--- src/rtl/ooo_config.svh ---
//####################
// Widths and depths shared by the dispatch stage
// ROB depth is a power of two; queue depth must be a power of two, at least 2
//####################
`ifndef OOO_CONFIG_SVH
`define OOO_CONFIG_SVH

// Data and PC widths, PC is a word address
`define OOO_DW 32
`define OOO_AW 30

`define OOO_REG_AW 5

// Eight ROB entries
`define OOO_ROB_DEPTH_LOG2 3

`define OOO_IQ_DEPTH 4

`endif

--- src/rtl/ooo_pkg.sv ---
//####################
// Opcode enums and the structs passed between the stage blocks
// No FPU micro-op, the FPU path is not present
//####################
`default_nettype none
`include "ooo_config.svh"

package ooo_pkg;

   // Value is one plus the lowest set bit of the one-hot bus
   typedef enum logic [4:0] {
      ALU_NOP, ALU_OP1, ALU_OP2, ALU_OP3, ALU_OP4, ALU_OP5, ALU_OP6,
      ALU_OP7, ALU_OP8, ALU_OP9, ALU_OP10, ALU_OP11, ALU_OP12,
      ALU_OP13, ALU_OP14, ALU_OP15, ALU_OP16, ALU_OP17
   } alu_opc_e;

   typedef enum logic [2:0] {
      LPU_NOP, LPU_OP1, LPU_OP2, LPU_OP3, LPU_OP4, LPU_OP5
   } lpu_opc_e;

   typedef enum logic [2:0] {
      EPU_NOP, EPU_OP1, EPU_OP2, EPU_OP3, EPU_OP4, EPU_OP5, EPU_OP6, EPU_OP7
   } epu_opc_e;

   typedef enum logic [1:0] {
      UNIT_ALU, UNIT_LPU, UNIT_AGU, UNIT_EPU
   } unit_e;

   typedef struct packed {
      logic [`OOO_AW-1:0]     pc;
      logic                   pred_branch;
      logic [`OOO_AW-1:0]     pred_tgt;
      logic [16:0]            alu_opc_bus;
      logic [4:0]             lpu_opc_bus;
      logic [6:0]             epu_opc_bus;
      logic                   agu_load;
      logic                   agu_store;
      logic                   agu_sign_ext;
      logic                   agu_barr;
      logic [2:0]             agu_load_size;
      logic [2:0]             agu_store_size;
      logic                   rs1_re;
      logic [`OOO_REG_AW-1:0] rs1_addr;
      logic                   rs2_re;
      logic [`OOO_REG_AW-1:0] rs2_addr;
      logic [`OOO_DW-1:0]     imm32;
      logic [14:0]            rel15;
      logic                   rd_we;
      logic [`OOO_REG_AW-1:0] rd_addr;
   } disp_insn_t;

   typedef struct packed {
      logic                           rdy;
      logic [`OOO_ROB_DEPTH_LOG2-1:0] tag;
      logic [`OOO_DW-1:0]             dat;
   } operand_t;

   // Micro-op views, all 20 bits wide
   typedef struct packed {
      logic [14:0] rel15;
      alu_opc_e    opc;
   } alu_uop_t;

   typedef struct packed {
      logic [16:0] pad;
      lpu_opc_e    opc;
   } lpu_uop_t;

   typedef struct packed {
      logic [12:0] pad;
      logic        load;
      logic        store;
      logic        barr;
      logic        sign_ext;
      logic [2:0]  size;
   } agu_uop_t;

   typedef struct packed {
      logic [16:0] pad;
      epu_opc_e    opc;
   } epu_uop_t;

   typedef union packed {
      alu_uop_t alu;
      lpu_uop_t lpu;
      agu_uop_t agu;
      epu_uop_t epu;
   } uop_t;

   typedef struct packed {
      logic [`OOO_ROB_DEPTH_LOG2-1:0] id;
      uop_t                           uop;
      operand_t                       op1;
      operand_t                       op2;
      logic [`OOO_DW-1:0]             imm32;
   } iq_entry_t;

   typedef struct packed {
      logic                           valid;
      logic [`OOO_ROB_DEPTH_LOG2-1:0] id;
      logic [`OOO_DW-1:0]             dat;
   } wb_t;

   typedef struct packed {
      logic                   valid;
      logic [`OOO_REG_AW-1:0] rd_addr;
      logic [`OOO_DW-1:0]     dat;
   } commit_t;

   // Neither flag set means the producer is still pending under id
   typedef struct packed {
      logic                           in_rob;
      logic                           in_arf;
      logic [`OOO_DW-1:0]             dat;
      logic [`OOO_ROB_DEPTH_LOG2-1:0] id;
   } rob_lookup_t;

endpackage

`default_nettype wire

--- src/rtl/arf.sv ---
//####################
// 32 architectural registers, r0 is never written
// Reads return one cycle after re
//####################
`timescale 1ns/10ps
`default_nettype none
`include "ooo_config.svh"

module arf (
   input  logic                   clk,
   input  logic                   rst_n,
   input  logic                   re1,
   input  logic                   re2,
   input  logic [`OOO_REG_AW-1:0] addr1,
   input  logic [`OOO_REG_AW-1:0] addr2,
   output logic [`OOO_DW-1:0]     dat1,
   output logic [`OOO_DW-1:0]     dat2,
   input  ooo_pkg::commit_t       commit
);
   localparam int NREG = 1 << `OOO_REG_AW;

   logic [`OOO_DW-1:0] regs [NREG];

   // All registers clear on reset, r0 stays zero after that
   always_ff @(posedge clk)
   begin
      if (!rst_n)
      begin
         for (int i = 0; i < NREG; i++)
            regs[i] <= '0;
      end
      else if (commit.valid && commit.rd_addr != '0)
         regs[commit.rd_addr] <= commit.dat;
   end

   // Old value is read when a commit hits the same register
   always_ff @(posedge clk)
   begin
      if (re1)
         dat1 <= regs[addr1];
      if (re2)
         dat2 <= regs[addr2];
   end

endmodule

`default_nettype wire

--- config.mk ---
export PLATFORM = sky130hd
export DESIGN_NAME = arf
export DESIGN_NICKNAME = d
export VERILOG_FILES = /design/src/rtl/ooo_pkg.sv /design/src/rtl/arf.sv
export VERILOG_INCLUDE_DIRS = /design/src /design/src/rtl
export SDC_FILE = /design/constraint.sdc
export NUM_CORES = 2
export LEC_CHECK = 0
export BUFFER_PORTS_ARGS = -buffer_cell sky130_fd_sc_hd__buf_2
export CORE_UTILIZATION = 60
export CTS_CLUSTER_DIAMETER = 60
export DETAILED_ROUTE_END_ITERATION = 12
export HOLD_SLACK_MARGIN = 0.03
export PLACE_DENSITY_LB_ADDON = 0.12
export SLEW_MARGIN = 20
export SYNTH_ARGS = -nofsm -noshare
export SYNTH_HDL_FRONTEND = slang
export SYNTH_SLANG_ARGS = --single-unit
--- constraint.sdc ---
create_clock -name clk -period 6.2 [get_ports clk]
set_input_delay 1.55 -clock clk [delete_from_list [all_inputs] [get_ports clk]]
set_output_delay 1.55 -clock clk [all_outputs]
set_load 0.005 [all_outputs]
### After elaboration in Yosys (flattened, before gate mapping)

Memories as Yosys holds them, arrays and structs flattened. A register that Yosys moved wholly into a read port is not among the register bits.
Index checks and enable logic that the tools add are counted.

| operators by class | value |
|---|---|
| reduce and logical (&&, ||, !) cells | 3 |
| multiplexer cells | 7 |

Operators by type and width:

| operator | count |
|---|---|
| $mux 32 | 1 |
| $reduce_or 32->1 | 1 |
| $mux 1 | 5 |
| $mux 5 | 1 |
| $reduce_bool 5->1 | 1 |
| $logic_and 1x1->1 | 1 |

| storage, ports and cells | value |
|---|---|
| memories | 1 |
| flip-flop bits (word level) | 0 |
| memory bits (writable) | 1024 |

Memories:

| memory | depth | bits a word | read ports | clocked after memory_dff | write ports | RTL line | text |
|---|---|---|---|---|---|---|---|
| regs | 32 | 32 | 2 | 2 | 32 | arf.sv:22 | `` logic [`OOO_DW-1:0] regs [NREG]; `` |

### Logic depth before layout (Yosys ltp)

| depth | value |
|---|---|
| depth in word-level cells | 7 |
| gate-level depth with buffers | 8 |
| mapped depth without buffers | 5 |

### Worst setup path after synthesis

No wires, ideal clock.

| timing path | value |
|---|---|
| path type | input-to-reg |
| start point | input rst_n |
| end point | memory regs[24][0] (netlist bit), enable pin |
| setup time | 0.466 ns |
| data required time | 5.734 ns |
| setup slack | 1.299 ns |
| arrival time | 4.436 ns |
| stages on the path | 4 |
| path buffers | 1 |
| path through | nand2_1 -> or3_4 -> buf_6 -> o21ai_0 |

RTL lines:

| element | RTL line | text |
|---|---|---|
| from (decl) | arf.sv:11 | `input logic rst_n,` |
| to (decl) | arf.sv:22 |  |

==> key figures <==
Placed design
  – Placed Area: 59800 sq um
  – Placed Instances: 5779
  – Routability cong.: a little under 0.9
  – Port Buffers: approximately 120
  – Post-detail-place hpwl: 116 mm

Floorplan
  – Die footprint: 97300 sq um
  – FP Rows: 113
  – Starting density of the core: 0.606
  – Total core area: 95200 sq um
  – I/O pins: roughly 120
  – Die Ht: 312 microns
  – Die X: between 300 and 400 microns

Finish
  – Storage cell area: 32700 sq um
  – NumNets Final: about 4.7k
  – Fraction of layout cells with a size suffix above 1: 0.107
  – Final Util: 0.669
  – Final std cells w/o fill: approximately 6.0k
  – Area Growth Syn to Fin: 10.4%
  – Final Instance Area: 63700 sq um
  – FILL cells: 6899
  – Multi-input combinational cell area: 23600 sq um

Critical path
  – Critical Path Sink Type: flip-flop
  – FF-to-FF path depth: 5
  – Top cell by count, worst path: buf_4
  – Worst path arrival time: around 4300 ps
  – CP max stage cell: o21ai_4
  – Reg2reg start: regs[4][19]$_SDFFCE_PN0P_
  – CP cell instances: buf_4 -> buf_4 -> nand4_1 -> buf_4 -> o21ai_4 -> buf_4
  – Startpoint types: input port
  – R2R Setup Slk: 4200 ps
  – Critical path peak fanout: 34
  – RR Endpoint: dat2[19]$_DFFE_PP_
  – Crit Path Category: input port to flip-flop
  – Crit-path max cell delay: 920 ps
  – CP Data Required Time: 6580 ps

STA
  – Max frequency: 253 MHz
  – Worst-margin pin slew: 1260 ps
  – Final Hold Fails: 0
  – Final-report setup violation count: 0
  – Tmin final: 3950 ps
  – Clk_skew: 33.4 ps
  – Fin crit share: 0.637
  – Setup TNS: 0 ps
  – RSZ-0062 raised after global routing: no
  – Max_slew headroom: 0.157
  – Max Slew Vio Count: 0

Clock tree
  – H-tree lvl count: 3
  – CTS Buf Count: roughly 120
  – Worst-path clk slew: roughly 60 ps
  – Setup Buffers After CTS: 0
  – # hold bufs at CTS: 0
  – CTS root buffer: clkbuf_16
  – # resized after CTS: 0
  – Clock Latency Late Sink: 730 ps
  – CTS tree: built
  – Clock sink count: 1088
  – Clock Path Buffers: 3

Hold path
  – Cell count of the worst hold path: 4
  – Min-delay src: regs[11][26]$_SDFFCE_PN0P_
  – Worst Hold Endpoint: dat2[26]$_DFFE_PP_
  – Hold Path Class: flip-flop to flip-flop

Detailed routing
  – Routed Antenna Nets: 0
  – Vias per cell: roughly 6.8
  – Routed length per instance: 32.1 microns
  – DR pass1 iterations: 5
  – Vias: 40.7k
  – # DRC: 0
  – DRT iter0 DRCs: 5912
  – WL final: 193 mm

Power
  – Total power: between 15 and 20 mW
  – Power per cell area: 279 nW/um^2
  – Leak pwr: 24.8 nW
  – Peak VDD IR: 0.240 mV

Flow run
  – MaxCap Viol Count: 0

Run status
  – Outcome: finished clean

Global route
  – Initial antenna violation count: 16
  – Remaining global-route overflow: 0
  – Global-route wire length before repair: around 270 mm
  – Vias in the first global route: 39.0k
  – GRT Overall Usage: 0.390
  – Largest net degree at the start of global routing: 95

Yosys
  – YS warnings: 0
  – Avg Synthesized Cell Area: 12.3 sq um
  – Post-synthesis sequential area ratio: 0.567
  – Distinct cells, synth: 32
  – Top post-synthesis cells by area: edfxtp_1 (57%), mux2i_1 (18%), and2_1 (11%), a22oi_1 (2.5%), a22o_1 (1.9%)
  – Leading area contributor after synthesis: edfxtp_1
  – #FFs+latches synth: around 1.1k
  – Synth Instances: 4673
  – Post-synth EDFFs: 1088
  – Asr flop ratio synth: 0
  – Synth cell count leaders: edfxtp_1 (1088), mux2i_1 (1024), and2_1 (994)
  – Syn Std Cell Area: 57700 sq um
  – Most used DFF post-synth: edfxtp_1
  – Most numerous cell in the Yosys netlist: edfxtp_1
  – Share of the synthesized area in the top cell type: 0.567
==> sequential cells by signal (all words and copies together) (netlist names) <==
register	cells
regs	1024
dat1	32
dat2	32
==> placed cells by master, fill, tap and decap left out, types with 64 or more instances in the layout <==
cell	instances
a21oi_1	192
a22o_1	128
a22oi_1	192
a31oi_1	64
and2_1	992
buf_2	112
buf_4	121
clkbuf_16	120
edfxtp_1	1088
mux2i_1	1024
nand2_1	194
nand3_1	193
nor3_1	64
==> area by class of cell <==
| class | count | share of cell area |
|---|---|---|
| diodes | 5 | 0.000197 |
| clock buffers | 145 | 0.0486 |
| clock inverters | 70 | 0.0108 |
| inverters | 1 | 0.0000590 |
| multi-input cells | 3165 | 0.370 |
| flip-flops and latches | 1088 | 0.513 |
| well taps | 1265 | 0.0249 |
| repair buffers | 261 | 0.0320 |
==> routing by layer <==
metal	share of wire	track usage	wire [microns]
met1	0.38	0.531	73200
met5	0.00039	0	75
met2	0.44	0.591	85700
met3	0.12	0.0873	22900
met4	0.056	0.201	10900
==> cell families (layout without fill, tap and decap cells) <==
kind of cell,count (synthesis),count (layout),share of synthesized area
multiplexers,1024,1024,0.178
flip-flops,1088,1088,0.567
AND/OR/NAND/NOR,1502,1502,0.149
other,1,37,0.0000650
buffers and inverters,451,477,0.0360
AO/OA/AOI/OAI,607,607,0.0708
==> critical path: cells and delay by family <==
family / cells / cell delay, ps
and+or+nand+nor: 1 / 170
buffers and inverters: 4 / 1640
AOI/OAI and AO/OA: 1 / 920
==> power by group <==
group	leakage (nW)	switching (mW)	total [mW]	internal [mW]
Clock	1.84	3.03	7.03	4.00
Combinational	12.6	1.31	1.96	0.653
Sequential	10.4	0.248	8.79	8.54
==> how the worst max path moves through the flow <==
stage                                 endpoint  slack, ps   from  depth (start not counted)
global route         regs[11][1]$_SDFFCE_PN0P_       2260  rst_n                          6
global placement    regs[15][16]$_SDFFCE_PN0P_       1610  rst_n                          6
CTS                 regs[15][21]$_SDFFCE_PN0P_       2350  rst_n                          6
detailed placement  regs[15][16]$_SDFFCE_PN0P_       1580  rst_n                          6
finish               regs[11][1]$_SDFFCE_PN0P_       2250  rst_n                          6
floorplan            regs[24][0]$_SDFFCE_PN0P_       1300  rst_n                          4
==> per-stage QoR <==
step / hold slack, ps / worst slack, ps
detailed placement: 700 / 1580
global route: 758 / 2260
finish: 717 / 2250
CTS: 717 / 2350
global placement: 695 / 1610
floorplan: 656 / 1300
No activity file was read; power rests on OpenSTA's default activity.
