## config.mk

```make
export PLATFORM = sky130hd
export DESIGN_NAME = issue_queue
export DESIGN_NICKNAME = d
export VERILOG_FILES = /design/src/rtl/ooo_pkg.sv /design/src/rtl/issue_queue.sv
export VERILOG_INCLUDE_DIRS = /design/src /design/src/rtl
export SDC_FILE = /design/constraint.sdc
export NUM_CORES = 1
export LEC_CHECK = 0
export ABC_CLOCK_PERIOD_IN_PS = 11800
export BUFFER_PORTS_ARGS = -buffer_cell sky130_fd_sc_hd__buf_4
export CAP_MARGIN = 15
export CELL_PAD_IN_SITES_DETAIL_PLACEMENT = 1
export CELL_PAD_IN_SITES_GLOBAL_PLACEMENT = 1
export CORE_MARGIN = 5
export CORE_UTILIZATION = 54
export CTS_CLUSTER_DIAMETER = 120
export DETAILED_ROUTE_END_ITERATION = 12
export PLACE_DENSITY = 0.95
export REMOVE_ABC_BUFFERS = 1
export SYNTH_ARGS = -nofsm -noshare
export SYNTH_HDL_FRONTEND = slang
export SYNTH_SLANG_ARGS = --single-unit
```

## constraint.sdc

```tcl
create_clock -name clk -period 11.8 [get_ports clk]
set_clock_uncertainty 0.2 [all_clocks]
set_input_delay 0.59 -clock clk [delete_from_list [all_inputs] [get_ports clk]]
set_output_delay 0.59 -clock clk [all_outputs]
set_load 0.05 [all_outputs]
```

## src/rtl/ooo_config.svh

```systemverilog
//####################
// Widths and depths shared by the dispatch stage
// ROB depth is a power of two; queue depth must be a power of two, at least 2
//####################
`ifndef OOO_CONFIG_SVH
`define OOO_CONFIG_SVH

// Data and PC widths, PC is a word address
`define OOO_DW 32
`define OOO_AW 30

`define OOO_REG_AW 5

// Eight ROB entries
`define OOO_ROB_DEPTH_LOG2 3

`define OOO_IQ_DEPTH 4

`endif

```

## src/rtl/ooo_pkg.sv

```systemverilog
//####################
// Opcode enums and the structs passed between the stage blocks
// No FPU micro-op, the FPU path is not present
//####################
`default_nettype none
`include "ooo_config.svh"

package ooo_pkg;

   // Value is one plus the lowest set bit of the one-hot bus
   typedef enum logic [4:0] {
      ALU_NOP, ALU_OP1, ALU_OP2, ALU_OP3, ALU_OP4, ALU_OP5, ALU_OP6,
      ALU_OP7, ALU_OP8, ALU_OP9, ALU_OP10, ALU_OP11, ALU_OP12,
      ALU_OP13, ALU_OP14, ALU_OP15, ALU_OP16, ALU_OP17
   } alu_opc_e;

   typedef enum logic [2:0] {
      LPU_NOP, LPU_OP1, LPU_OP2, LPU_OP3, LPU_OP4, LPU_OP5
   } lpu_opc_e;

   typedef enum logic [2:0] {
      EPU_NOP, EPU_OP1, EPU_OP2, EPU_OP3, EPU_OP4, EPU_OP5, EPU_OP6, EPU_OP7
   } epu_opc_e;

   typedef enum logic [1:0] {
      UNIT_ALU, UNIT_LPU, UNIT_AGU, UNIT_EPU
   } unit_e;

   typedef struct packed {
      logic [`OOO_AW-1:0]     pc;
      logic                   pred_branch;
      logic [`OOO_AW-1:0]     pred_tgt;
      logic [16:0]            alu_opc_bus;
      logic [4:0]             lpu_opc_bus;
      logic [6:0]             epu_opc_bus;
      logic                   agu_load;
      logic                   agu_store;
      logic                   agu_sign_ext;
      logic                   agu_barr;
      logic [2:0]             agu_load_size;
      logic [2:0]             agu_store_size;
      logic                   rs1_re;
      logic [`OOO_REG_AW-1:0] rs1_addr;
      logic                   rs2_re;
      logic [`OOO_REG_AW-1:0] rs2_addr;
      logic [`OOO_DW-1:0]     imm32;
      logic [14:0]            rel15;
      logic                   rd_we;
      logic [`OOO_REG_AW-1:0] rd_addr;
   } disp_insn_t;

   typedef struct packed {
      logic                           rdy;
      logic [`OOO_ROB_DEPTH_LOG2-1:0] tag;
      logic [`OOO_DW-1:0]             dat;
   } operand_t;

   // Micro-op views, all 20 bits wide
   typedef struct packed {
      logic [14:0] rel15;
      alu_opc_e    opc;
   } alu_uop_t;

   typedef struct packed {
      logic [16:0] pad;
      lpu_opc_e    opc;
   } lpu_uop_t;

   typedef struct packed {
      logic [12:0] pad;
      logic        load;
      logic        store;
      logic        barr;
      logic        sign_ext;
      logic [2:0]  size;
   } agu_uop_t;

   typedef struct packed {
      logic [16:0] pad;
      epu_opc_e    opc;
   } epu_uop_t;

   typedef union packed {
      alu_uop_t alu;
      lpu_uop_t lpu;
      agu_uop_t agu;
      epu_uop_t epu;
   } uop_t;

   typedef struct packed {
      logic [`OOO_ROB_DEPTH_LOG2-1:0] id;
      uop_t                           uop;
      operand_t                       op1;
      operand_t                       op2;
      logic [`OOO_DW-1:0]             imm32;
   } iq_entry_t;

   typedef struct packed {
      logic                           valid;
      logic [`OOO_ROB_DEPTH_LOG2-1:0] id;
      logic [`OOO_DW-1:0]             dat;
   } wb_t;

   typedef struct packed {
      logic                   valid;
      logic [`OOO_REG_AW-1:0] rd_addr;
      logic [`OOO_DW-1:0]     dat;
   } commit_t;

   // Neither flag set means the producer is still pending under id
   typedef struct packed {
      logic                           in_rob;
      logic                           in_arf;
      logic [`OOO_DW-1:0]             dat;
      logic [`OOO_ROB_DEPTH_LOG2-1:0] id;
   } rob_lookup_t;

endpackage

`default_nettype wire

```

## src/rtl/issue_queue.sv

```systemverilog
//####################
// In-order issue FIFO with operand wakeup from writeback
// DEPTH is a power of two, at least 2
//####################
`timescale 1ns/10ps
`default_nettype none
`include "ooo_config.svh"

module issue_queue #(
   parameter int DEPTH = `OOO_IQ_DEPTH
) (
   input  logic               clk,
   input  logic               rst_n,
   input  logic               enq,
   input  ooo_pkg::iq_entry_t enq_entry,
   output logic               space,
   input  ooo_pkg::wb_t       wb,
   output logic               valid,
   output ooo_pkg::iq_entry_t head,
   input  logic               pop
);
   import ooo_pkg::*;

   localparam int PW = $clog2(DEPTH);

   iq_entry_t   mem [DEPTH];
   iq_entry_t   in_ent;
   logic [PW:0] wr_ptr;
   logic [PW:0] rd_ptr;
   logic [PW:0] used;
   wb_t         wb_q;

   function automatic operand_t wake(input operand_t op, input wb_t w);
      operand_t r;
      r = op;
      if (!op.rdy && w.valid && w.id == op.tag)
      begin
         r.rdy = 1'b1;
         r.dat = w.dat;
      end
      return r;
   endfunction

   assign used = wr_ptr - rd_ptr;
   assign valid = (used != '0);
   // Two free slots so the entry already in dispatch still fits
   assign space = (used <= (PW + 1)'(DEPTH - 2));

   // Incoming entry missed the writeback of the cycle its lookup was taken
   always_comb
   begin
      in_ent = enq_entry;
      in_ent.op1 = wake(wake(enq_entry.op1, wb_q), wb);
      in_ent.op2 = wake(wake(enq_entry.op2, wb_q), wb);
   end

   always_comb
   begin
      head = mem[rd_ptr[PW-1:0]];
      head.op1 = wake(mem[rd_ptr[PW-1:0]].op1, wb);
      head.op2 = wake(mem[rd_ptr[PW-1:0]].op2, wb);
   end

   always_ff @(posedge clk)
   begin
      for (int i = 0; i < DEPTH; i++)
      begin
         mem[i].op1 <= wake(mem[i].op1, wb);
         mem[i].op2 <= wake(mem[i].op2, wb);
      end
      if (enq)
         mem[wr_ptr[PW-1:0]] <= in_ent;
   end

   always_ff @(posedge clk)
   begin
      if (!rst_n)
      begin
         wr_ptr <= '0;
         rd_ptr <= '0;
         wb_q <= '0;
      end
      else
      begin
         wb_q <= wb;
         if (enq)
            wr_ptr <= wr_ptr + 1'b1;
         if (pop && valid)
            rd_ptr <= rd_ptr + 1'b1;
      end
   end

   a_no_pop_empty: assert property (@(posedge clk) disable iff (!rst_n)
      pop |-> valid);

endmodule

`default_nettype wire

```

* Word-level counts from Yosys, hierarchy flattened
Memories as Yosys holds them, arrays and structs flattened. A register that Yosys moved wholly into a read port is not among the register bits.
Cells that the tools add are included.
** Operators by class
- Order comparisons :: 1
- Equality and inequality tests :: 14
- Mux-type cells :: 32
- Reduce and logical (&&, ||, !) cells :: 44
- Add/sub/neg operators :: 3
** Operators with widths (count)
- 2-to-1 mux 32 bit :: 14
- equality test 3 bit :: 14
- logical AND 1 bit :: 29
- 2-to-1 mux 1 bit :: 16
- logical NOT 1 bit :: 14
- adder 3 x 1 -> 3 bit (second input constant) :: 2
- 2-to-1 mux 2 bit :: 2
- less-or-equal comparator 3 x 2 -> 1 bit (second input constant) :: 1
- nonzero test 3 bit :: 1
- subtractor 3 bit :: 1
** Word-level totals
- Logic and storage cells :: 100
- Output and inout bits :: 129
- Memories kept :: 1
- RAM bits :: 508
- Bits in registers :: 42
** Memories
- mem :: depth 4, bits a word 127, rd ports 5, clocked after Yosys merged registers in 1, wr ports 5, RTL line issue_queue.sv:26 : iq_entry_t mem [DEPTH];

* Depth between registers and ports, before layout
- Depth in word-level cells :: 8
- Mapped depth :: 8
- Gate-level depth less buffers :: 8

* Least setup slack after synthesis
No wires, ideal clock.
- Path type :: input to register
- From :: input port wb[34] (netlist name)
- To :: memory mem[1][32] (netlist name), enable pin
- Arrival time :: 4.606 ns
- Buffers on the path :: 2
- Setup slack :: 6.480 ns
- Cell stages on the path :: 4
- Cell sequence :: buf_2 buf_2 xor2_1 o41ai_1
** RTL lines
- start: declaration :: RTL line issue_queue.sv:17 : input ooo_pkg::wb_t wb,
- end: declaration :: RTL line issue_queue.sv:26

==> results.py <==
metrics = {
    "run_status": {
        "status": "finished, final reports clean",
    },
    "synthesis": {
        "synth_area_mm2": 0.02528,
        "ys_types": 33,
        "syn_inst": 1336,
        "ys_seq_elements": 552,
        "synth.avg_cell_area_um2": 18.92,
        "yosysSeqAreaShare_pct": 63.52,
        "ys_warn_count": 0,
    },
    "floorplanning": {
        "placementRows": 79,
        "io_pins": 296,
        "die_w_um": 226.4,
        "die_area_mm2": 0.05124,
        "start_util_pct": 54.41,
        "coreArea_mm2": 0.04646,
        "die_y_um": 226.4,
    },
    "clocking": {
        "clk_path_buf_depth": 3,
        "htreeDepth": 2,
        "cts_setup_buffers": 0,
        "clk_latency_ns": 0.65,
        "cts_tree": "built",
        "post_cts_resized": 0,
        "clockRootBuffer": "clkbuf_16",
        "clk_pin_slew_ns": 0.08,
        "cts-buffers-inserted": 55,
        "cts_sinks": 552,
        "hold_buffers": 59,
    },
    "layout": {
        "final_util_pct": 65.80,
        "area_growth_pct": 20.92,
        "mostFrequentLayoutCell": "edfxtp_1",
        "final_nets": 1844,
        "final_layout_size_suffix_gt1_share_pct": 55.50,
        "fill_cells": 3872,
        "multi_input_area_mm2": 0.008850,
        "seqCellArea_mm2": 0.01606,
        "design_area_mm2": 0.03057,
        "final_cell_mix": "edfxtp_1, mux2_2, buf_4",
    },
    "flow_run": {
        "maxCapViolCount": 0,
    },
    "hold_path": {
        "hold_path.class": "input pin to flip-flop",
    },
    "detailed_routing": {
        "vias": 15050,
        "routedWlPerCell_um": 35.07,
        "firstDrtPassIters": 7,
        "drc": 0,
        "viasPerCell": 6.460,
        "ant_nets": 0,
        "routed_wirelength_mm": 81.67,
        "drt_iter0_drc": 1736,
    },
    "global_route": {
        "gr-total-overflow": 0,
        "grt_antenna_before_repair": 3,
        "grt_use_total_pct": 31.56,
        "grt_max_degree": 73,
        "grt_pass1_vias": 16600,
        "grt_first_pass_wirelength_mm": 117.1,
    },
    "timing": {
        "max_freq_ghz": 0.1917,
        "rsz0062_at_grt": "no",
        "final_max_slew_viol_count": 0,
        "setup_viol": 0,
        "min_period_ns": 5.218,
        "post-route-period-util_pct": 44.22,
        "worstMarginPinSlew_ns": 1.164,
        "fin_setup_tns_ns": 0,
        "finalHoldViolCount": 0,
        "max_slew_margin_pct": 22.40,
        "setup_slack_ns": 6.582,
    },
    "power": {
        "total_power_uw": 6524,
        "power_density_mw_per_mm2": 213.4,
        "vdd_drop_max_uv": 226.9,
        "p_leak_uw": 0.01079,
    },
    "place": {
        "post-place-ws_ns": 7.177,
        "place_area_mm2": 0.02816,
        "io_buffers": 295,
        "hpwl_mm": 45.93,
        "gp_congestion": 0.7818,
    },
    "critical_path": {
        "arrival_ns": 4.43,
        "cp-start-kind": "flip-flop",
        "endpoint_kind": "output pin",
        "crit_fanout": 72,
        "cp_cell_sequence": "mux4_2, nor2b_1, nand4_4, mux2_2, buf_4",
        "slowest_stage": "dfxtp_4",
        "cp_data_required_time_ns": 11.01,
        "max_stage_delay_ns": 1.06,
        "worstSetupPathType": "flip-flop to output pin",
        "cpLargestDelayFamily": "multiplexers",
        "cp_num_buf_inv": 1,
    },
}
-- through the flow --
step	instances	hold WS [ns]
finish	2329	0.02439
global route	2328	0.009742
CTS	2324	0.01070
detailed placement	2161	0.2791
global placement	2161	0.2618
floorplan	1228	0.2448
-- cells by family after synthesis --
| family | Yosys count | share of synthesized area [%] |
|---|---|---|
| multiplexers | 513 | 29.36 |
| XOR/XNOR | 47 | 1.861 |
| AO/OA/AOI/OAI | 27 | 0.8217 |
| adder cells (fa/ha/maj) | 7 | 0.3762 |
| buffers and inverters | 119 | 2.188 |
| flip-flops | 552 | 63.52 |
| AND/OR/NAND/NOR | 71 | 1.876 |
-- area by class of cell --
cell class              instances  area share [%]
flip-flops and latches        552           52.55
multi-input cells             665           28.95
repair buffers                385           9.939
clock buffers                  84           5.186
well taps                     607           2.485
clock inverters                20          0.7122
inverters                      11          0.1351
diodes                          5         0.04093
-- path summary, 6_finish.rpt --
path,end,from,cells past startpoint,slack [ns]
worst min-delay path,mem[3][66],enq_entry[66],1,0.02
worst max-delay path,head[33],flip-flop,5,6.58
worst min register to register,mem[1][103],mem[1][103],1,0.30
worst max register to register,mem[3][89],wr_ptr[1],5,8.47
-- registers in the layout (all words and copies together), names as in the netlist, named ones only --
register / count
wb_q: 36
rd_ptr: 3
mem: 508
wr_ptr: 3
-- per-layer routing --
layer	track usage (%)	up-vias	routed length (µm)
li1	-	6020	-
met1	37.39	7812	27540
met2	55.57	946	43340
met3	5.489	267	6009
met4	16.20	0	4781
met5	0	-	0
-- synthesized netlist by cell type, drive strengths merged --
| cell type | n | area [µm²] |
|---|---|---|
| clkbuf | 52 | 195.2 |
| xor2 | 25 | 219.0 |
| mux2 | 384 | 4542 |
| or3b | 2 | 17.52 |
| nand2b | 11 | 68.82 |
| xnor3 | 1 | 22.52 |
| a31oi | 8 | 50.05 |
| dfxtp | 52 | 1041 |
| a21oi | 1 | 5.000 |
| inv | 11 | 41.29 |
| or2 | 1 | 6.260 |
| nand4 | 4 | 55.05 |
| mux4 | 127 | 2860 |
| edfxtp | 500 | 15010 |
| nand2 | 4 | 15.01 |
| mux2i | 2 | 20.02 |
| o22a | 8 | 70.07 |
| and2 | 41 | 256.5 |
| o21ai | 1 | 5.000 |
| ha | 6 | 75.07 |
| xnor2 | 21 | 229.0 |
| o41ai | 8 | 70.07 |
| o211ai | 1 | 7.510 |
| fa | 1 | 20.02 |
| and4 | 2 | 17.52 |
| buf | 56 | 316.6 |
| nor2b | 6 | 37.54 |
-- power by group --
part / internal [µW] / leakage (µW) / switching [µW]
logic: 902 / 0.00488 / 1420
registers: 2280 / 0.00503 / 116
clock network: 997 / 0.000880 / 811
(Power assumes the default switching activity.)
