--- config.mk ---
export PLATFORM = sky130hd
export DESIGN_NAME = rob
export DESIGN_NICKNAME = d
export VERILOG_FILES = /design/src/rtl/ooo_pkg.sv /design/src/rtl/rob.sv
export VERILOG_INCLUDE_DIRS = /design/src /design/src/rtl
export SDC_FILE = /design/constraint.sdc
export NUM_CORES = 1
export LEC_CHECK = 0
export ABC_CLOCK_PERIOD_IN_PS = 13370
export BUFFER_PORTS_ARGS = -buffer_cell sky130_fd_sc_hd__buf_2
export CORE_AREA = 2 2 367 187
export CTS_BUF_LIST = sky130_fd_sc_hd__clkbuf_4 sky130_fd_sc_hd__clkbuf_8
export DETAILED_ROUTE_END_ITERATION = 10
export DIE_AREA = 0 0 369 189
export GPL_TIMING_DRIVEN = 0
export SLEW_MARGIN = 20
export SYNTH_ARGS = -nofsm -noshare
export SYNTH_HDL_FRONTEND = slang
export SYNTH_SLANG_ARGS = --single-unit
--- constraint.sdc ---
create_clock -name clk -period 13.37 [get_ports clk]
set_clock_uncertainty 0.1 [all_clocks]
set_input_delay 3.3425 -clock clk [delete_from_list [all_inputs] [get_ports clk]]
set_output_delay 3.3425 -clock clk [all_outputs]
set_load 0.02 [all_outputs]
--- src/rtl/ooo_config.svh ---
//####################
// Widths and depths shared by the dispatch stage
// ROB depth is a power of two; queue depth must be a power of two, at least 2
//####################
`ifndef OOO_CONFIG_SVH
`define OOO_CONFIG_SVH

// Data and PC widths, PC is a word address
`define OOO_DW 32
`define OOO_AW 30

`define OOO_REG_AW 5

// Eight ROB entries
`define OOO_ROB_DEPTH_LOG2 3

`define OOO_IQ_DEPTH 4

`endif

--- src/rtl/ooo_pkg.sv ---
//####################
// Opcode enums and the structs passed between the stage blocks
// No FPU micro-op, the FPU path is not present
//####################
`default_nettype none
`include "ooo_config.svh"

package ooo_pkg;

   // Value is one plus the lowest set bit of the one-hot bus
   typedef enum logic [4:0] {
      ALU_NOP, ALU_OP1, ALU_OP2, ALU_OP3, ALU_OP4, ALU_OP5, ALU_OP6,
      ALU_OP7, ALU_OP8, ALU_OP9, ALU_OP10, ALU_OP11, ALU_OP12,
      ALU_OP13, ALU_OP14, ALU_OP15, ALU_OP16, ALU_OP17
   } alu_opc_e;

   typedef enum logic [2:0] {
      LPU_NOP, LPU_OP1, LPU_OP2, LPU_OP3, LPU_OP4, LPU_OP5
   } lpu_opc_e;

   typedef enum logic [2:0] {
      EPU_NOP, EPU_OP1, EPU_OP2, EPU_OP3, EPU_OP4, EPU_OP5, EPU_OP6, EPU_OP7
   } epu_opc_e;

   typedef enum logic [1:0] {
      UNIT_ALU, UNIT_LPU, UNIT_AGU, UNIT_EPU
   } unit_e;

   typedef struct packed {
      logic [`OOO_AW-1:0]     pc;
      logic                   pred_branch;
      logic [`OOO_AW-1:0]     pred_tgt;
      logic [16:0]            alu_opc_bus;
      logic [4:0]             lpu_opc_bus;
      logic [6:0]             epu_opc_bus;
      logic                   agu_load;
      logic                   agu_store;
      logic                   agu_sign_ext;
      logic                   agu_barr;
      logic [2:0]             agu_load_size;
      logic [2:0]             agu_store_size;
      logic                   rs1_re;
      logic [`OOO_REG_AW-1:0] rs1_addr;
      logic                   rs2_re;
      logic [`OOO_REG_AW-1:0] rs2_addr;
      logic [`OOO_DW-1:0]     imm32;
      logic [14:0]            rel15;
      logic                   rd_we;
      logic [`OOO_REG_AW-1:0] rd_addr;
   } disp_insn_t;

   typedef struct packed {
      logic                           rdy;
      logic [`OOO_ROB_DEPTH_LOG2-1:0] tag;
      logic [`OOO_DW-1:0]             dat;
   } operand_t;

   // Micro-op views, all 20 bits wide
   typedef struct packed {
      logic [14:0] rel15;
      alu_opc_e    opc;
   } alu_uop_t;

   typedef struct packed {
      logic [16:0] pad;
      lpu_opc_e    opc;
   } lpu_uop_t;

   typedef struct packed {
      logic [12:0] pad;
      logic        load;
      logic        store;
      logic        barr;
      logic        sign_ext;
      logic [2:0]  size;
   } agu_uop_t;

   typedef struct packed {
      logic [16:0] pad;
      epu_opc_e    opc;
   } epu_uop_t;

   typedef union packed {
      alu_uop_t alu;
      lpu_uop_t lpu;
      agu_uop_t agu;
      epu_uop_t epu;
   } uop_t;

   typedef struct packed {
      logic [`OOO_ROB_DEPTH_LOG2-1:0] id;
      uop_t                           uop;
      operand_t                       op1;
      operand_t                       op2;
      logic [`OOO_DW-1:0]             imm32;
   } iq_entry_t;

   typedef struct packed {
      logic                           valid;
      logic [`OOO_ROB_DEPTH_LOG2-1:0] id;
      logic [`OOO_DW-1:0]             dat;
   } wb_t;

   typedef struct packed {
      logic                   valid;
      logic [`OOO_REG_AW-1:0] rd_addr;
      logic [`OOO_DW-1:0]     dat;
   } commit_t;

   // Neither flag set means the producer is still pending under id
   typedef struct packed {
      logic                           in_rob;
      logic                           in_arf;
      logic [`OOO_DW-1:0]             dat;
      logic [`OOO_ROB_DEPTH_LOG2-1:0] id;
   } rob_lookup_t;

endpackage

`default_nettype wire

--- src/rtl/rob.sv ---
//####################
// Eight-entry reorder buffer, one writeback and one commit per cycle
// Entries without rd_we are done at allocation; no flush
//####################
`timescale 1ns/10ps
`default_nettype none
`include "ooo_config.svh"

module rob (
   input  logic                            clk,
   input  logic                            rst_n,
   input  logic                            alloc,
   input  ooo_pkg::disp_insn_t             alloc_insn,
   output logic [`OOO_ROB_DEPTH_LOG2-1:0]  alloc_id,
   output logic                            rob_ready,
   output ooo_pkg::rob_lookup_t            rs1_look,
   output ooo_pkg::rob_lookup_t            rs2_look,
   input  ooo_pkg::wb_t                    wb,
   output ooo_pkg::commit_t                commit
);
   import ooo_pkg::*;

   localparam int IW = `OOO_ROB_DEPTH_LOG2;
   localparam int DEPTH = 1 << IW;
   localparam int NREG = 1 << `OOO_REG_AW;

   // Pointers carry a wrap bit to tell full from empty
   logic [IW:0]            head;
   logic [IW:0]            tail;
   logic [DEPTH-1:0]       busy;
   logic [DEPTH-1:0]       done;
   logic [DEPTH-1:0]       ent_we;
   logic [`OOO_REG_AW-1:0] ent_rd [DEPTH];
   logic [`OOO_DW-1:0]     ent_dat [DEPTH];
   logic [NREG-1:0]        ren_valid;
   logic [IW-1:0]          ren_id [NREG];
   logic                   full;
   logic                   retire;
   logic [IW-1:0]          hd;
   logic [`OOO_REG_AW-1:0] hd_rd;

   function automatic rob_lookup_t lookup(input logic [`OOO_REG_AW-1:0] addr);
      rob_lookup_t l;
      l.id = ren_id[addr];
      l.dat = ent_dat[l.id];
      l.in_arf = !ren_valid[addr];
      l.in_rob = ren_valid[addr] && done[l.id];
      return l;
   endfunction

   assign full = (head[IW] != tail[IW]) && (head[IW-1:0] == tail[IW-1:0]);
   assign rob_ready = !full;
   assign alloc_id = tail[IW-1:0];
   assign hd = head[IW-1:0];
   assign hd_rd = ent_rd[hd];
   assign retire = busy[hd] && done[hd];

   // Registered state only, same-cycle writeback is not forwarded
   always_comb
   begin
      rs1_look = lookup(alloc_insn.rs1_addr);
      rs2_look = lookup(alloc_insn.rs2_addr);
   end

   assign commit.valid = retire && ent_we[hd];
   assign commit.rd_addr = hd_rd;
   assign commit.dat = ent_dat[hd];

   always_ff @(posedge clk)
   begin
      if (!rst_n)
      begin
         head <= '0;
         tail <= '0;
         busy <= '0;
         done <= '0;
         ren_valid <= '0;
      end
      else
      begin
         if (retire)
         begin
            busy[hd] <= 1'b0;
            head <= head + 1'b1;
            // Drop the mapping only if no younger producer took over
            if (ent_we[hd] && ren_id[hd_rd] == hd)
               ren_valid[hd_rd] <= 1'b0;
         end
         if (wb.valid)
            done[wb.id] <= 1'b1;
         if (alloc)
         begin
            busy[alloc_id] <= 1'b1;
            done[alloc_id] <= !alloc_insn.rd_we;
            tail <= tail + 1'b1;
            if (alloc_insn.rd_we && alloc_insn.rd_addr != '0)
               ren_valid[alloc_insn.rd_addr] <= 1'b1;
         end
      end
   end

   always_ff @(posedge clk)
   begin
      if (alloc)
      begin
         ent_we[alloc_id] <= alloc_insn.rd_we;
         ent_rd[alloc_id] <= alloc_insn.rd_addr;
         // Only a writer becomes the newest producer
         if (alloc_insn.rd_we)
            ren_id[alloc_insn.rd_addr] <= alloc_id;
      end
      if (wb.valid)
         ent_dat[wb.id] <= wb.dat;
   end

   a_wb_live: assert property (@(posedge clk) disable iff (!rst_n)
      wb.valid |-> busy[wb.id] && !done[wb.id]);
   a_no_overflow: assert property (@(posedge clk) disable iff (!rst_n)
      alloc |-> !full);

endmodule

`default_nettype wire

Word level (Yosys, flattened, before mapping) --
Memories as Yosys holds them, arrays and structs flattened. A register that Yosys moved wholly into a read port is not among the register bits. Index checks and enable logic that the tools add are counted.
Cells by class: $add $sub $neg 2, multipliers 0, divide/modulo/power cells 0, $lt $le $gt $ge 14, equality and inequality tests 3, shift-type cells 0, multiplexer cells 48, bitwise gates (word level) 7, reductions and logical operators 17
Operators with widths (number):
- two-way mux 32 bit | 5
- two-way mux 8 bit | 6
- AND 32 bit | 1
- inverter 32 bit | 1
- bitwise OR 32 bit | 1
- < comparator 5 x 6 -> 1 bit (second input constant) | 4
- < comparator 3 x 4 -> 1 bit (second input constant) | 5
- two-way mux 1 bit | 19
- bitwise mux 8 bit | 2
- bitwise OR 8 bit | 2
- binary-select mux 1 bit (select 3 bit) | 5
- logical AND 1 bit | 12
- two-way mux 3 bit | 4
- binary-select mux 1 bit (select 5 bit) | 2
- demux 1 bit (select 5 bit) | 2
- greater-or-equal comparator 5 x 1 -> 1 bit (second input constant) | 2
- demux 1 bit (select 3 bit) | 3
- greater-or-equal comparator 3 x 1 -> 1 bit (second input constant) | 3
- adder 4 x 1 -> 4 bit (second input constant) | 2
- AND 8 bit | 1
- inverter 8 bit | 1
- equality test 3 bit | 2
- nonzero test 5 bit | 1
- zero test 1 bit | 4
- inequality test 1 bit | 1
Storage, ports and cells: flip-flop bits (word level) 64, latch bits 0, RAM bits 392, bits in read-only memories 0, input bits 204, output and inout bits 116, logic and storage cells 100, memories 3
Memories:
- ent_dat | words 8, bits a word 32, read ports 3, clocked after memory_dff 1, write ports 1, line rob.sv:34 | logic [`OOO_DW-1:0] ent_dat [DEPTH];
- ren_id | words 32, bits a word 3, read ports 3, clocked after memory_dff 0, write ports 1, line rob.sv:36 | logic [IW-1:0] ren_id [NREG];
- ent_rd | words 8, bits a word 5, read ports 1, clocked after memory_dff 1, write ports 1, line rob.sv:33 | logic [`OOO_REG_AW-1:0] ent_rd [DEPTH];

Depth between registers and ports, before layout --
depth after elaboration 12, depth in mapped cells 14

Worst setup path after synthesis --
No wires, ideal clock.
path kind input port to output port, from input alloc_insn[59] (netlist bit), to output rs1_look[25] (netlist bit), arrival 6.144 ns, data required time 9.927 ns, path slack 3.784 ns, cell stages on the path 10, path buffers 4, path through buf_2 -> buf_2 -> buf_4 -> mux4_2 -> mux4_2 -> mux2i_1 -> clkinv_1 -> clkbuf_1 -> nand3_1 -> nand2_1
RTL lines:
- from (decl) | line rob.sv:13 | input ooo_pkg::disp_insn_t alloc_insn,
- to (decl) | line rob.sv:16 | output ooo_pkg::rob_lookup_t rs1_look,

==> results <==
- Counting along the longest clock path gives a buffer depth of 3.
- STA puts the critical path data required time at 9.93 ns.
- The number of library cell types mapped by synthesis is 61.
- The number of CTS-inserted buffers is 72.
- The transition time of the tightest slew-check pin is 1.23 ns.
- Data on the critical path arrives at its endpoint at 8.25 ns.
- The clock net in this run drives a total of 459 sinks.
- The analysis attributes to net switching a power of 1110 µW.
- The number of instances in the placed design is 3056.
- The number of design rule violations left after detail routing is 0.
- The via count of the first global-routing pass is 19300.
- In this run switching power makes up 30.6% of total power.
- The sum of overflow across all layers after global routing is 0.
- Registers are responsible for 44.9% of the overall power.
- The largest total area in the synthesized netlist belongs to edfxtp_1.
- The summed instance area of the synthesized netlist is 0.0251 mm².
- Global routing used 26.5% of the available tracks.
- Entering global routing, the biggest net connects 40 pins.
- On the final layout, the worst hold slack is 0.356 ns.
- The die covers 0.0697 mm².
- Based on the critical path, the design can be clocked at up to 85.5 MHz.
- After layout, the minimum clock period comes to 11.69 ns.
- After clock tree synthesis, the repair step resized 0 gates.
- The final hold violation count is 0.
- In the layout the commonest cells are edfxtp_1, nand2_1, mux2i_1.
- The total I/O pin count is 320.
- The number of warning messages in the yosys log is 0.
- The startpoint type of the worst setup path is an input port.
- The area added between synthesis and finish is 15.2%.
- The initial antenna violation count is 3.
- The critical-path maximum fanout is 10.
- The detail-routed net length per standard cell is 29.3 µm.
- The cell at the root of the clock tree is clkbuf_8.
- Once the clock tree was built, the setup fixing pass inserted 0 buffers.
- Across the VDD grid, the largest voltage drop is 74.1 µV.
- At the end of routability-driven placement, the weighted congestion stood at 0.983.
- The residual antenna-violating net count after detailed routing is 0.
- The region available for standard cell placement spans 0.0664 mm².
- The final standard cell count with taps included and fillers excluded is 3189.
- In this run the biggest area consumer among cell types represents 47.8% of the synthesized area.
- The final setup violation count is 0.
- The total routed wirelength is 93500 µm.
- The H-tree generated during clock tree synthesis spans 3 levels.
- Setup repair after global routing left no endpoint under its margin.
- The clock latency of the later-clocked register in the worst-skew pair is 0.72 ns.
- Dividing the detail-routed via count by the number of cells gives 6.19.
- The number of nets in the synthesized netlist is 2182.
- The height of the die is 189 µm.
- By area the synthesized netlist is led by edfxtp_1, mux4_2, mux2i_1.
- The run finished with clean final reports.
- The finished cells cover 0.0290 mm².
- Headroom to the max-slew limit came out at 17.6%.
- The most common cell after layout, fill and taps aside is edfxtp_1.
- Dividing total power by cell area gives a power density of 125 mW/mm².
- The number of nets in the layout is 2439.
- The first global-routing pass estimated 133000 µm of wire.
- The synthesized instance count is 1976.
- The quantity of I/O buffers inserted on ports is 160.
- For this run, asynchronously set or reset flops after synthesis account for 0%.
- The effective utilization at floorplan is 37.9%.
- The total via count in the routed design is 19800.
- The internal portion of total power is 2500 µW.
- The final total negative setup slack is 0 ns.
- The share of final-layout standard cells stronger than drive strength 1 is 25.7%.
- The most used flip-flop cell after synthesis is edfxtp_1.
- The class of the most critical setup path is in -> out.
- After the first detailed-routing iteration, the DRC count stood at 3112.
- The final-report max-slew violation count is 0.
- Clock-pin slew was measured on the worst setup and hold paths at 0.06 ns.
- The relative contribution of the clock network to total power is 35.2%.
- Yosys mapped a number of flops with a built-in enable equal to 400.
- The sequential-to-total area share from yosys stat is 52.5%.
- The endpoint kind of the worst setup timing path is a primary output.
- The static leakage is 0.0106 µW.
- The worst hold path belongs to the class reg -> reg.
- The first-pass iteration count of the detailed router is 6.
- The register bit total from synthesis is 459.
- Each instance of the synthesized netlist takes up on average 12.7 µm².
- The die is 369 µm wide.
- The number of hold buffers added after CTS was 0.
- The HPWL reported at the end of detailed placement is 67800 µm.
- The floorplan has 67 rows.
- In this run the cell area measured after placement is 0.0275 mm².
- The final period utilization is 87.5%.
- Combinational logic is responsible for 19.9% of the overall power.
- The reported max-cap violation count is 0.
- The clock tree from TritonCTS is yes.
per-layer routing:
metal,vias up,global-route usage (%),share of wire [%]
li1,8056,-,-
met1,9941,39.9,43
met2,1557,33.4,38
met3,198,11.5,16
met4,2,8.49,2.7
met5,-,0.824,0.086
cell usage after synthesis (5+ instances only):
library cell,n
a21boi_0,5
a221oi_1,6
a31oi_1,34
buf_1,16
buf_2,40
buf_4,11
clkbuf_1,78
dfxtp_1,59
edfxtp_1,400
inv_1,8
mux2_2,32
mux2i_1,309
mux4_2,156
nand2_1,373
nand2b_1,8
nand3_1,171
nand4_1,7
nor2_1,89
nor3_1,14
nor3_2,6
o21a_1,12
o21ai_0,55
o311a_1,8
xnor2_1,6
final timing paths:
| check | from | end | slack [ns] | cells past startpoint |
|---|---|---|---|---|
| max | alloc_insn[60] | rs1_look[32] | 1.68 | 11 |
| min | ren_valid[0]$_SDFF_PN0_ | ren_valid[0]$_SDFF_PN0_ | 0.36 | 2 |
| max reg2reg | register | ren_valid[7]$_SDFF_PN0_ | 8.56 | 12 |
| min reg2reg | ren_valid[0]$_SDFF_PN0_ | ren_valid[0]$_SDFF_PN0_ | 0.36 | 2 |
worst max-delay path, cell delays in order:
cell	delay, ns
buf_2	0.19
buf_1	0.63
clkbuf_1	0.75
mux4_2	0.42
mux4_2	0.54
mux2i_2	0.66
clkinv_1	0.58
clkbuf_1	0.49
nand3_1	0.33
nand2_1	0.13
buf_2	0.18
through the flow:
| step | setup slack (ns) | total power (µW) | utilization, % |
|---|---|---|---|
| after detailed placement | 2.01 | 2350 | 41.4 |
| after global routing | 1.76 | 3720 | 43.6 |
| after floorplan | 3.78 | 2080 | - |
| after global placement | 1.55 | 2330 | 40.8 |
| final | 1.68 | 3610 | 43.6 |
| after CTS | 1.96 | 3610 | 43.6 |
power groups by stage:
stage | combinational, µW | sequential [µW] | clock [µW]
2_1_floorplan | 442 | 1640 | 0
3_3_place_gp | 677 | 1650 | 0
3_5_place_dp | 696 | 1650 | 0
4_1_cts | 699 | 1620 | 1290
5_1_grt | 751 | 1620 | 1340
6_report | 719 | 1620 | 1270
flip-flops by register name, summed over array words and instances, names as in the netlist, named ones only:
register,cells
ent_dat,256
ren_id,96
ent_rd,40
ren_valid,32
busy,8
done,8
ent_we,8
head,4
tail,4
area by class of cell:
type,count,area (µm²)
repair buffers,183,1120
multi-input cells,1352,11300
well taps,897,1120
fillers,5988,37400
clock buffers,97,1220
flip-flops and latches,459,13200
plain buffers,150,702
inverters,15,61.3
clock inverters,32,256
diodes,4,10.0
cells by family (layout without fill, tap and decap cells):
family	after synthesis	in the layout	share of synthesized area, %
AO/OA/AOI/OAI	149	149	4.10
buffers and inverters	165	477	3.01
adder cells (fa/ha/maj)	2	2	0.0995
flip-flops	459	459	52.5
other	0	4	0
XOR/XNOR	7	7	0.244
AND/OR/NAND/NOR	692	692	12.0
multiplexers	502	502	28.1
(Power assumes the default switching activity.)
